## config.mk

```make
export PLATFORM = sky130hd
export DESIGN_NAME = mp3_front_top
export DESIGN_NICKNAME = d
export VERILOG_FILES = /design/src/hw/mp3_pkg.sv /design/src/hw/header_if.sv /design/src/hw/mp3_front_top.sv /design/src/hw/side_info_parser.sv /design/src/hw/frame_demux.sv /design/src/hw/header_finder.sv
export SDC_FILE = /design/constraint.sdc
export NUM_CORES = 1
export LEC_CHECK = 0
export BUFFER_PORTS_ARGS = -buffer_cell sky130_fd_sc_hd__buf_2
export CAP_MARGIN = 0
export CORE_ASPECT_RATIO = 0.5
export CORE_MARGIN = 5
export CORE_UTILIZATION = 30
export CTS_CLUSTER_SIZE = 28
export DETAILED_ROUTE_END_ITERATION = 8
export GPL_TIMING_DRIVEN = 0
export PLACE_DENSITY = 0.56
export SETUP_SLACK_MARGIN = 0.4
export SYNTH_ARGS = -nofsm -noshare
export SYNTH_HDL_FRONTEND = slang
export SYNTH_HIERARCHICAL = 1
export SYNTH_SLANG_ARGS = --single-unit
```

## constraint.sdc

```tcl
create_clock -name clk_100mhz -period 9.4 [get_ports clk_100mhz]
set_clock_uncertainty 0.1 [all_clocks]
set_input_delay 0.47 -clock clk_100mhz [delete_from_list [all_inputs] [get_ports clk_100mhz]]
set_output_delay 0.47 -clock clk_100mhz [all_outputs]
set_load 0.02 [all_outputs]
```

## src/hw/mp3_pkg.sv

```systemverilog
`default_nettype none

package mp3_pkg;

  ////////////////////////////////////////
  // Stream constants

  localparam logic [10:0] sync_word = 11'h7ff;
  localparam int          hdr_bytes = 4;
  localparam int          crc_bytes = 2;
  localparam int          si_bytes  = 32;  // Stereo side information only

  // Layer III bitrates, index 0 is free format
  localparam logic [14:0][8:0] bitrate_kbps = {
    9'd320, 9'd256, 9'd224, 9'd192, 9'd160, 9'd128, 9'd112, 9'd96,
    9'd80,  9'd64,  9'd56,  9'd48,  9'd40,  9'd32,  9'd0
  };

  ////////////////////////////////////////
  // Granule/channel record

  // Region part when window_switching_flag is set
  typedef struct packed {
    logic [1:0]      block_type;
    logic            mixed_block_flag;
    logic [0:1][4:0] table_select;   // Region 0 first in the stream
    logic [0:2][2:0] subblock_gain;
  } switched_t;

  // Region part for normal long blocks
  typedef struct packed {
    logic [0:2][4:0] table_select;
    logic [3:0]      region0_count;
    logic [2:0]      region1_count;
  } long_t;

  typedef union packed {
    switched_t sw;
    long_t     lg;
  } region_t;

  // Fields in stream order, first field in the top bits
  typedef struct packed {
    logic [11:0] part2_3_length;
    logic [8:0]  big_values;
    logic [7:0]  global_gain;
    logic [3:0]  scalefac_compress;
    logic        window_switching_flag;
    region_t     region;
    logic        preflag;
    logic        scalefac_scale;
    logic        count1table_select;
  } gc_info_t;

endpackage

`default_nettype wire
```

## src/hw/header_if.sv

```systemverilog
`default_nettype none
`timescale 1ns/1ps

interface header_if;

  logic        hdr_valid;   // Single cycle pulse
  logic        prot;        // CRC word follows the header
  logic [1:0]  mode;
  logic [1:0]  mode_ext;
  logic [1:0]  emphasis;
  logic [10:0] frame_size;  // Whole frame, header included

  modport finder (
    output hdr_valid, prot, mode, mode_ext, emphasis, frame_size
  );

  modport demux (
    input hdr_valid, prot, mode, mode_ext, emphasis, frame_size
  );

endinterface

`default_nettype wire

```

## src/hw/mp3_front_top.sv

```systemverilog
`default_nettype none
`timescale 1ns/1ps

module mp3_front_top (
  input  wire         clk_100mhz,
  input  wire         sys_rst,
  input  wire  [7:0]  byte_in,
  input  wire         byte_valid,
  input  wire  [1:0]  gc_sel,
  output logic        frame_start,
  output logic [1:0]  mode,
  output logic [1:0]  mode_ext,
  output logic        prot,
  output logic [10:0] frame_size,
  output logic [7:0]  md_byte,
  output logic        md_valid,
  output logic        si_valid,
  output logic [8:0]  main_data_begin,
  output logic [7:0]  scfsi,
  output logic [11:0] gc_part2_3_length,
  output logic [8:0]  gc_big_values,
  output logic [7:0]  gc_global_gain,
  output logic        gc_window_switching_flag,
  output logic [1:0]  gc_block_type,
  output logic [4:0]  gc_table_select0,
  output logic [3:0]  gc_region0_count
);

  logic si_strobe;

  header_if hdr_bus ();

  header_finder finder (
    .clk_100mhz (clk_100mhz),
    .sys_rst    (sys_rst),
    .byte_in    (byte_in),
    .byte_valid (byte_valid),
    .hdr        (hdr_bus.finder)
  );

  // Section byte bus doubles as the main-data output
  frame_demux demux (
    .clk_100mhz  (clk_100mhz),
    .sys_rst     (sys_rst),
    .byte_in     (byte_in),
    .byte_valid  (byte_valid),
    .hdr         (hdr_bus.demux),
    .frame_start (frame_start),
    .mode        (mode),
    .mode_ext    (mode_ext),
    .prot        (prot),
    .frame_size  (frame_size),
    .sec_byte    (md_byte),
    .si_strobe   (si_strobe),
    .md_strobe   (md_valid)
  );

  side_info_parser si_parser (
    .clk_100mhz               (clk_100mhz),
    .sys_rst                  (sys_rst),
    .sec_byte                 (md_byte),
    .si_strobe                (si_strobe),
    .gc_sel                   (gc_sel),
    .si_valid                 (si_valid),
    .main_data_begin          (main_data_begin),
    .scfsi                    (scfsi),
    .gc_part2_3_length        (gc_part2_3_length),
    .gc_big_values            (gc_big_values),
    .gc_global_gain           (gc_global_gain),
    .gc_window_switching_flag (gc_window_switching_flag),
    .gc_block_type            (gc_block_type),
    .gc_table_select0         (gc_table_select0),
    .gc_region0_count         (gc_region0_count)
  );

endmodule

`default_nettype wire

```

## src/hw/side_info_parser.sv

```systemverilog
`default_nettype none
`timescale 1ns/1ps

module side_info_parser (
  input  wire         clk_100mhz,
  input  wire         sys_rst,
  input  wire  [7:0]  sec_byte,
  input  wire         si_strobe,
  input  wire  [1:0]  gc_sel,      // {granule, channel}
  output logic        si_valid,
  output logic [8:0]  main_data_begin,
  output logic [7:0]  scfsi,
  output logic [11:0] gc_part2_3_length,
  output logic [8:0]  gc_big_values,
  output logic [7:0]  gc_global_gain,
  output logic        gc_window_switching_flag,
  output logic [1:0]  gc_block_type,
  output logic [4:0]  gc_table_select0,
  output logic [3:0]  gc_region0_count
);

  logic [mp3_pkg::si_bytes*8-1:0] si_sr;
  logic [mp3_pkg::si_bytes*8-1:0] si_next;
  logic [4:0]                     byte_cnt;
  mp3_pkg::gc_info_t [0:3]        gc_hold;   // gr0ch0 in the top bits
  mp3_pkg::gc_info_t              gc;
  mp3_pkg::region_t               region;

  assign si_next = {si_sr[mp3_pkg::si_bytes*8-9:0], sec_byte};

  always_ff @(posedge clk_100mhz) begin
    if (si_strobe)
      si_sr <= si_next;
  end

  ////////////////////////////////////////
  // Capture on the last side-info byte

  always_ff @(posedge clk_100mhz) begin
    if (sys_rst) begin
      byte_cnt        <= '0;
      si_valid        <= 1'b0;
      main_data_begin <= '0;
      scfsi           <= '0;
      gc_hold         <= '0;
    end else begin
      si_valid <= 1'b0;
      if (si_strobe) begin
        byte_cnt <= byte_cnt + 5'd1;
        if (byte_cnt == 5'(mp3_pkg::si_bytes - 1)) begin
          si_valid        <= 1'b1;
          main_data_begin <= si_next[255:247];
          // Bits 246:244 are private_bits, not kept
          scfsi           <= si_next[243:236];
          gc_hold         <= si_next[235:0];
        end
      end
    end
  end

  ////////////////////////////////////////
  // Readback of one record

  assign gc     = gc_hold[gc_sel];
  assign region = gc.region;

  assign gc_part2_3_length        = gc.part2_3_length;
  assign gc_big_values            = gc.big_values;
  assign gc_global_gain           = gc.global_gain;
  assign gc_window_switching_flag = gc.window_switching_flag;

  always_comb begin
    if (gc.window_switching_flag) begin
      gc_block_type    = region.sw.block_type;
      gc_table_select0 = region.sw.table_select[0];
      gc_region0_count = 4'd7;                   // Implied for switched blocks
    end else begin
      gc_block_type    = 2'd0;
      gc_table_select0 = region.lg.table_select[0];
      gc_region0_count = region.lg.region0_count;
    end
  end

endmodule

`default_nettype wire

```

## src/hw/frame_demux.sv

```systemverilog
`default_nettype none
`timescale 1ns/1ps

module frame_demux (
  input  wire         clk_100mhz,
  input  wire         sys_rst,
  input  wire  [7:0]  byte_in,
  input  wire         byte_valid,
  header_if.demux     hdr,
  output logic        frame_start,
  output logic [1:0]  mode,
  output logic [1:0]  mode_ext,
  output logic        prot,
  output logic [10:0] frame_size,
  output logic [7:0]  sec_byte,
  output logic        si_strobe,
  output logic        md_strobe
);

  logic        busy;      // Inside a frame body
  logic [10:0] byte_cnt;  // Bytes after the header
  logic        accept;
  logic        prot_now;
  logic [10:0] idx;
  logic [10:0] body_len;
  logic [10:0] si_first;
  logic [10:0] md_first;

  // Headers seen mid-frame are sync patterns in main data
  assign accept = ~busy & hdr.hdr_valid;

  // On the accept cycle the new header applies to the byte already present
  assign prot_now = accept ? hdr.prot : prot;
  assign idx      = accept ? 11'd0 : byte_cnt;
  assign body_len = (accept ? hdr.frame_size : frame_size) - 11'(mp3_pkg::hdr_bytes);
  assign si_first = prot_now ? 11'(mp3_pkg::crc_bytes) : 11'd0;
  assign md_first = si_first + 11'(mp3_pkg::si_bytes);

  ////////////////////////////////////////
  // Frame tracking and section marking

  always_ff @(posedge clk_100mhz) begin
    if (sys_rst) begin
      busy        <= 1'b0;
      byte_cnt    <= '0;
      frame_start <= 1'b0;
      si_strobe   <= 1'b0;
      md_strobe   <= 1'b0;
      mode        <= '0;
      mode_ext    <= '0;
      prot        <= 1'b0;
      frame_size  <= '0;
    end else begin
      frame_start <= accept;
      si_strobe   <= 1'b0;
      md_strobe   <= 1'b0;

      if (accept) begin
        busy       <= 1'b1;
        byte_cnt   <= '0;
        mode       <= hdr.mode;
        mode_ext   <= hdr.mode_ext;
        prot       <= hdr.prot;
        frame_size <= hdr.frame_size;
      end

      if (byte_valid && (busy || accept)) begin
        si_strobe <= (idx >= si_first) && (idx < md_first);
        md_strobe <= idx >= md_first;                   // CRC bytes get neither
        byte_cnt  <= idx + 11'd1;
        if (idx + 11'd1 == body_len)
          busy <= 1'b0;
      end
    end
  end

  always_ff @(posedge clk_100mhz) begin
    if (byte_valid)
      sec_byte <= byte_in;
  end

endmodule

`default_nettype wire

```

## src/hw/header_finder.sv

```systemverilog
`default_nettype none
`timescale 1ns/1ps

module header_finder (
  input  wire        clk_100mhz,
  input  wire        sys_rst,
  input  wire  [7:0] byte_in,
  input  wire        byte_valid,
  header_if.finder   hdr
);

  logic [31:0] window;
  logic [31:0] win_next;
  logic [3:0]  br_idx;
  logic [1:0]  sr_idx;
  logic [8:0]  kbps;
  logic [10:0] base_size;
  logic        match;

  assign win_next = {window[23:0], byte_in};
  assign br_idx   = win_next[15:12];
  assign sr_idx   = win_next[11:10];

  always_comb begin
    kbps = (br_idx == 4'hf) ? 9'd0 : mp3_pkg::bitrate_kbps[br_idx];

    // 144 * rate / fs reduces to shifts at 48 and 32 kHz
    if (sr_idx == 2'b01)
      base_size = {kbps, 1'b0} + 11'(kbps);             // 3 x rate
    else
      base_size = {kbps, 2'b00} + 11'(kbps[8:1]);       // 4.5 x rate, floor

    match = (win_next[31:21] == mp3_pkg::sync_word)
         && (win_next[20:19] == 2'b11)                  // MPEG-1
         && (win_next[18:17] == 2'b01)                  // Layer III
         && (br_idx != 4'h0) && (br_idx != 4'hf)
         && ((sr_idx == 2'b01) || (sr_idx == 2'b10))
         && (win_next[7:6] != 2'b11);                   // No mono
  end

  always_ff @(posedge clk_100mhz) begin
    if (sys_rst) begin
      window        <= '0;
      hdr.hdr_valid <= 1'b0;
    end else begin
      hdr.hdr_valid <= 1'b0;
      if (byte_valid) begin
        window        <= win_next;
        hdr.hdr_valid <= match;
      end
    end
  end

  // Decoded fields, only meaningful with hdr_valid
  always_ff @(posedge clk_100mhz) begin
    if (byte_valid && match) begin
      hdr.prot       <= ~win_next[16];                  // Protection bit is active low
      hdr.mode       <= win_next[7:6];
      hdr.mode_ext   <= win_next[5:4];
      hdr.emphasis   <= win_next[1:0];
      hdr.frame_size <= base_size + 11'(win_next[9]);   // Padding slot
    end
  end

endmodule

`default_nettype wire

```

Word-level counts from Yosys, hierarchy flattened
Memories as Yosys holds them, arrays and structs flattened. A register that Yosys moved wholly into a read port is not among the register bits. Index checks and enable logic that the tools add are counted.

Add/sub/neg operators: 7. $lt $le $gt $ge: 5. Equality and inequality tests: 10. Muxes and demuxes: 20. Bitwise logic cells: 7. Reduce and logical (&&, ||, !) cells: 16.

Operators with widths (count): 59-bit binary-select mux with 2-bit select (1); 59-bit 2-to-1 mux (2); 11-bit 2-to-1 mux (4); 11-bit greater-or-equal comparator (2); 9-bit 2-to-1 mux (2); 4-bit 2-to-1 mux (3); 10-bit by 9-bit adder with 11-bit output (1); 11-bit by 1-bit adder with 11-bit output (1); 11-bit by 1-bit adder with 11-bit output, second input constant (1); 11-bit by 6-bit adder with 11-bit output, second input constant (1); 11-bit by 8-bit adder with 11-bit output (1); 11-bit == test (1); 11-bit == test, second input constant (1); 11-bit < comparator (1); 11-bit by 3-bit subtractor with 11-bit output, second input constant (1); 1-bit logical AND (9); 2-bit OR reduction (3); 5-bit by 1-bit adder with 5-bit output, second input constant (1); 5-bit == test, second input constant (1); 4-bit by 5-bit < comparator with 1-bit output, second input constant (1); 1-bit 2-to-1 mux (5); 5-bit 2-to-1 mux (1); 1-bit inverter (5); 2-bit by 1-bit == test with 1-bit output, second input constant (2); 11 further kinds (14).

Bits in registers: 587. Memory bits (read-only): 144. Input bits: 13. Output and inout bits: 85. Logic and storage cells: 123. Memories kept: 1.

Memory list: (name not given) (words 16, bits a word 9, read ports 1, clocked after memory_dff 1, write ports 0, RTL line header_finder.sv:25) `kbps = (br_idx == 4'hf) ? 9'd0 : mp3_pkg::bitrate_kbps[br_idx];`.

Depth between registers and ports, before layout
Depth in word-level cells: 8. Mapped depth: 15. Gate-level depth less buffers: 10.

Hierarchy
Netlist, hierarchy kept.

Modules (own cells, without submodules): side_info_parser (instances 1, cells each 1139, area each 15094.5 um^2, seq. area each 11270.8 um^2); header_finder (instances 1, cells each 231, area each 2317.2 um^2, seq. area each 1131.1 um^2); frame_demux (instances 1, cells each 262, area each 2227.1 um^2, seq. area each 860.8 um^2).

Least setup slack after synthesis
Ideal clock, no wire load.

Kind: reg-to-reg. Start point: reg demux.si_strobe. End point: reg si_parser.main_data_begin[4]. Setup time: 0.071 ns. Arrival: 7.409 ns. Required time: 9.229 ns. Slack: 1.820 ns. Stages on the path, launching flop included: 8. Path buffers: 4. Period minus slack after synthesis: 7.580 ns. Cell sequence: dfxtp_1 > buf_2 > and2_1 > clkbuf_1 > buf_2 > buf_2 > nand2_1 > a21oi_1.

Cells in the longest elaborated chain, start to end: 1.

Ends and longest elaborated chain: from (decl) (RTL line frame_demux.sv:16) `output logic si_strobe,`; from (signal assigned) (RTL line frame_demux.sv:68) `si_strobe <= (idx >= si_first) && (idx < md_first);`; 2-bit AND reduction (no line); to (signal assigned) (RTL line side_info_parser.sv:52) `main_data_begin <= si_next[255:247];`; to (decl) (RTL line side_info_parser.sv:11) `output logic [8:0] main_data_begin,`.

No other way between the ends. A chain may end at the register's enable or synchronous reset.

Worst setup path in the final report
Start point: reg demux.busy. End point: reg demux.busy.

Cells in the longest elaborated chain, start to end: 7. Elaborated cells between the ends (all ways): 12. Those cells by class: 2 x add/sub; 1 x eq/ne; 5 x mux; 2 x bitwise; 2 x reduce/logical.

Ends and longest elaborated chain: from (decl) (RTL line frame_demux.sv:20) `logic busy;`; from (signal assigned) (RTL line frame_demux.sv:44) `busy <= 1'b0;`; from (signal assigned) (RTL line frame_demux.sv:59) `busy <= 1'b1;`; from (signal assigned) (RTL line frame_demux.sv:72) `busy <= 1'b0;`; 1-bit inverter (RTL line frame_demux.sv:30) `assign accept = ~busy & hdr.hdr_valid;`; 1-bit AND (RTL line frame_demux.sv:30); 11-bit 2-to-1 mux, on equally long branches (RTL line frame_demux.sv:34, frame_demux.sv:35); 11-bit by 1-bit adder with 11-bit output / 11-bit by 3-bit subtractor with 11-bit output (equally long branches) (RTL line frame_demux.sv:71, frame_demux.sv:35); 11-bit == test (RTL line frame_demux.sv:71) `if (idx + 11'd1 == body_len)`; 1-bit 2-to-1 mux (RTL line frame_demux.sv:71); 1-bit 2-to-1 mux * (RTL line frame_demux.sv:67) `if (byte_valid && (busy || accept)) begin`.

Mark *: on every way between the ends. The rest lies on a longest branch, timed or not.

==> qor.yml <==
status:
  status: "completed"
global_routing:
  grt_pass1_wl_um: 75600
  antenna_found_initial: 2
  track_usage: 0.140
  grt_pass1_vias: 12100
  grt_remaining_overflow: 0
  grt_start_max_net_pins: 68
critical_path:
  cp-start-kind: "register"
  crit_cells: 15
  reg2reg_depth: 15
  worstPathArrival_ns: 4.73
  required_ns: 9.74
  max_stage_delay_ns: 0.46
  crit_type: "register to register"
  slowest_stage: "clkbuf_1"
  critPathTopFamily: "buffers and inverters"
  reg2reg_to: "demux/busy$_SDFF_PP0_"
  r2r_setup_slack_ns: 5.01
  cp_common_cell: "clkbuf_1"
  crit_path_cell_trace: "buf_6 > nand2b_4 > buf_6 > clkbuf_1 > clkbuf_1 > clkbuf_1 > and2_1 > ha_1 > clkbuf_1 > and4_1 > nand3_1 > nor4_1 > xnor3_1 > nor4_1 > a31oi_1"
  crit_end: "demux/busy$_SDFF_PP0_"
  r2r_start: "demux/busy$_SDFF_PP0_"
  cp_num_buf_inv: 6
  critPathLaunch: "demux/busy$_SDFF_PP0_"
  critPathMaxFanout: 10
  cp-end-kind: "register"
cells_and_area:
  antenna_cells: 0
  layout-drive-gt1-share: 0.147
  fillers: 6406
  synthToLayoutAreaGrowth_pct: 16.8
  multi_input_area_um2: 5810
  final_design_area_no_fill_um2: 22900
  fin_util: 0.353
  ff_latch_area_um2: 13200
  final_nets: 1807
placed_design:
  dp_hpwl_um: 36400
  gp_congestion: 0.865
  pre_cts_ws_ns: 5.04
  place_area_um2: 21300
  io_buffers: 95
route:
  vias: 12600
  drc: 0
  dr.pass1.iters: 5
  final_antenna_net_count: 0
  via_per_inst: 4.66
  routed_wirelength_um: 50400
  wl_per_cell_um: 18.6
  drtIter0Drc: 941
clocking:
  cts_root_buffer: "clkbuf_16"
  cts_htree_levels: 2
  cts_inserted_buffers: 49
  clock_sinks: 524
  cts_resized: 0
  clockBufferDepth: 3
  postCtsSetupBuffers: 0
  cts_tree: "done"
  hold_buffers: 0
  clkSlewWorstSetupHoldPaths_ns: 0.06
  insertion_delay_ns: 0.57
sta:
  period_share: 0.467
  relSlewSlack: 0.408
  drv_slew: 0
  setup_slack_ns: 5.01
  grt_setup_unrepaired: "no"
  tightestPinTransition_ns: 0.888
  setup_violations: 0
  post-route-min-period_ns: 4.39
  fmax_mhz: 228
  hold_viol_final: 0
synth:
  syn_inst: 1630
  yosysWarnings: 6
  postSynthNetCount: 1657
  syn-cell-area_um2: 19600
  avgSynthCellArea_um2: 12.0
pwr:
  p_total_mw: 4.47
  p_leak_nw: 7.74
  ir_drop_mv: 0.108
  power_density_nw_per_um2: 196
floorplan:
  die_w_um: 371
  core-area_um2: 64800
  ios: 98
  fp.dieH_um: 191
  num_rows: 66
  start_util: 0.302
  die_area_um2: 70800
hold_path:
  hold_path.class: "primary input to register"
flow_run:
  maxCapViolations: 0
-- cell type report --
cell class                 instances  area share
clock inverter                    20     0.00810
inverter                          15     0.00246
buffer                           112      0.0221
multi-input combinational        979       0.254
tap                              884      0.0484
sequential                       524       0.578
timing repair buffer              99      0.0256
clock buffer                      71      0.0612
-- sequential cells by signal (all words and copies together), names as in the netlist, 5 cells and up, named ones only --
| signal | count |
|---|---|
| si_parser/scfsi | 8 |
| demux/byte_cnt | 11 |
| demux/frame_size | 11 |
| demux/sec_byte | 8 |
| finder/window | 24 |
| si_parser/gc_hold | 168 |
| si_parser/main_data_begin | 9 |
| si_parser/byte_cnt | 5 |
| si_parser/si_sr | 248 |
| finder/hdr.frame_size | 10 |
-- worst min-delay path by stage --
stage,start,end,slack [ns],cells past startpoint
global placement,si_parser/si_sr[8]$_DFFE_PP_,si_parser/si_sr[16]$_DFFE_PP_,0.30,0
CTS,byte_in[0],demux/sec_byte[0]$_DFFE_PP_,0.02,1
finish,byte_in[3],demux/sec_byte[3]$_DFFE_PP_,0.03,1
floorplan,si_parser/si_sr[2]$_DFFE_PP_,si_parser/si_sr[10]$_DFFE_PP_,0.30,0
global route,byte_in[0],demux/sec_byte[0]$_DFFE_PP_,0.01,1
detailed placement,si_parser/si_sr[180]$_DFFE_PP_,si_parser/si_sr[188]$_DFFE_PP_,0.30,0
-- cells in the final DEF (no fill, tap or decap), types with 5 or more instances in the layout --
cell type and count:
dfxtp_1 252, clkbuf_16 50, and3_1 10, a21oi_1 210
xnor2_1 23, buf_4 5, mux2i_1 35, clkinv_1 6
buf_1 5, or3_1 6, nor2b_1 8, a211oi_1 8
nor2_1 61, clkinv_2 8, inv_1 14, nor3_1 16
clkbuf_1 83, nand4_1 7, nand3_1 7, xor2_1 13
o21ai_0 11, nand2_1 420, mux2_2 5, mux4_2 42
edfxtp_1 271, nor4_1 7, clkbuf_8 7, and2_1 7
ha_1 14, buf_2 124
-- stage by stage --
step	hold WS, ns	TNS (ns)	instances
3_5_place_dp	0.305	0	2613
3_3_place_gp	0.300	-234.68	2609
5_1_grt	0.0140	0	2704
6_report	0.0319	0	2704
4_1_cts	0.0199	0	2704
2_1_floorplan	0.300	0	1630
-- report_power, final --
part / switching [mW] / leakage [nW] / internal [mW]
sequential: 0.00820 / 4.48 / 2.39
combinational: 0.0743 / 2.49 / 0.0392
clock: 0.860 / 0.775 / 1.10
total: 0.942 / 7.74 / 3.53
-- metal layers --
| metal | GRT usage | wire length [um] |
|---|---|---|
| met2 | 0.232 | 23900 |
| met4 | 0.0527 | 1950 |
| met5 | 0 | 21 |
| met1 | 0.184 | 21800 |
| met3 | 0.0242 | 2780 |
Power figures use the tool's default switching activity.
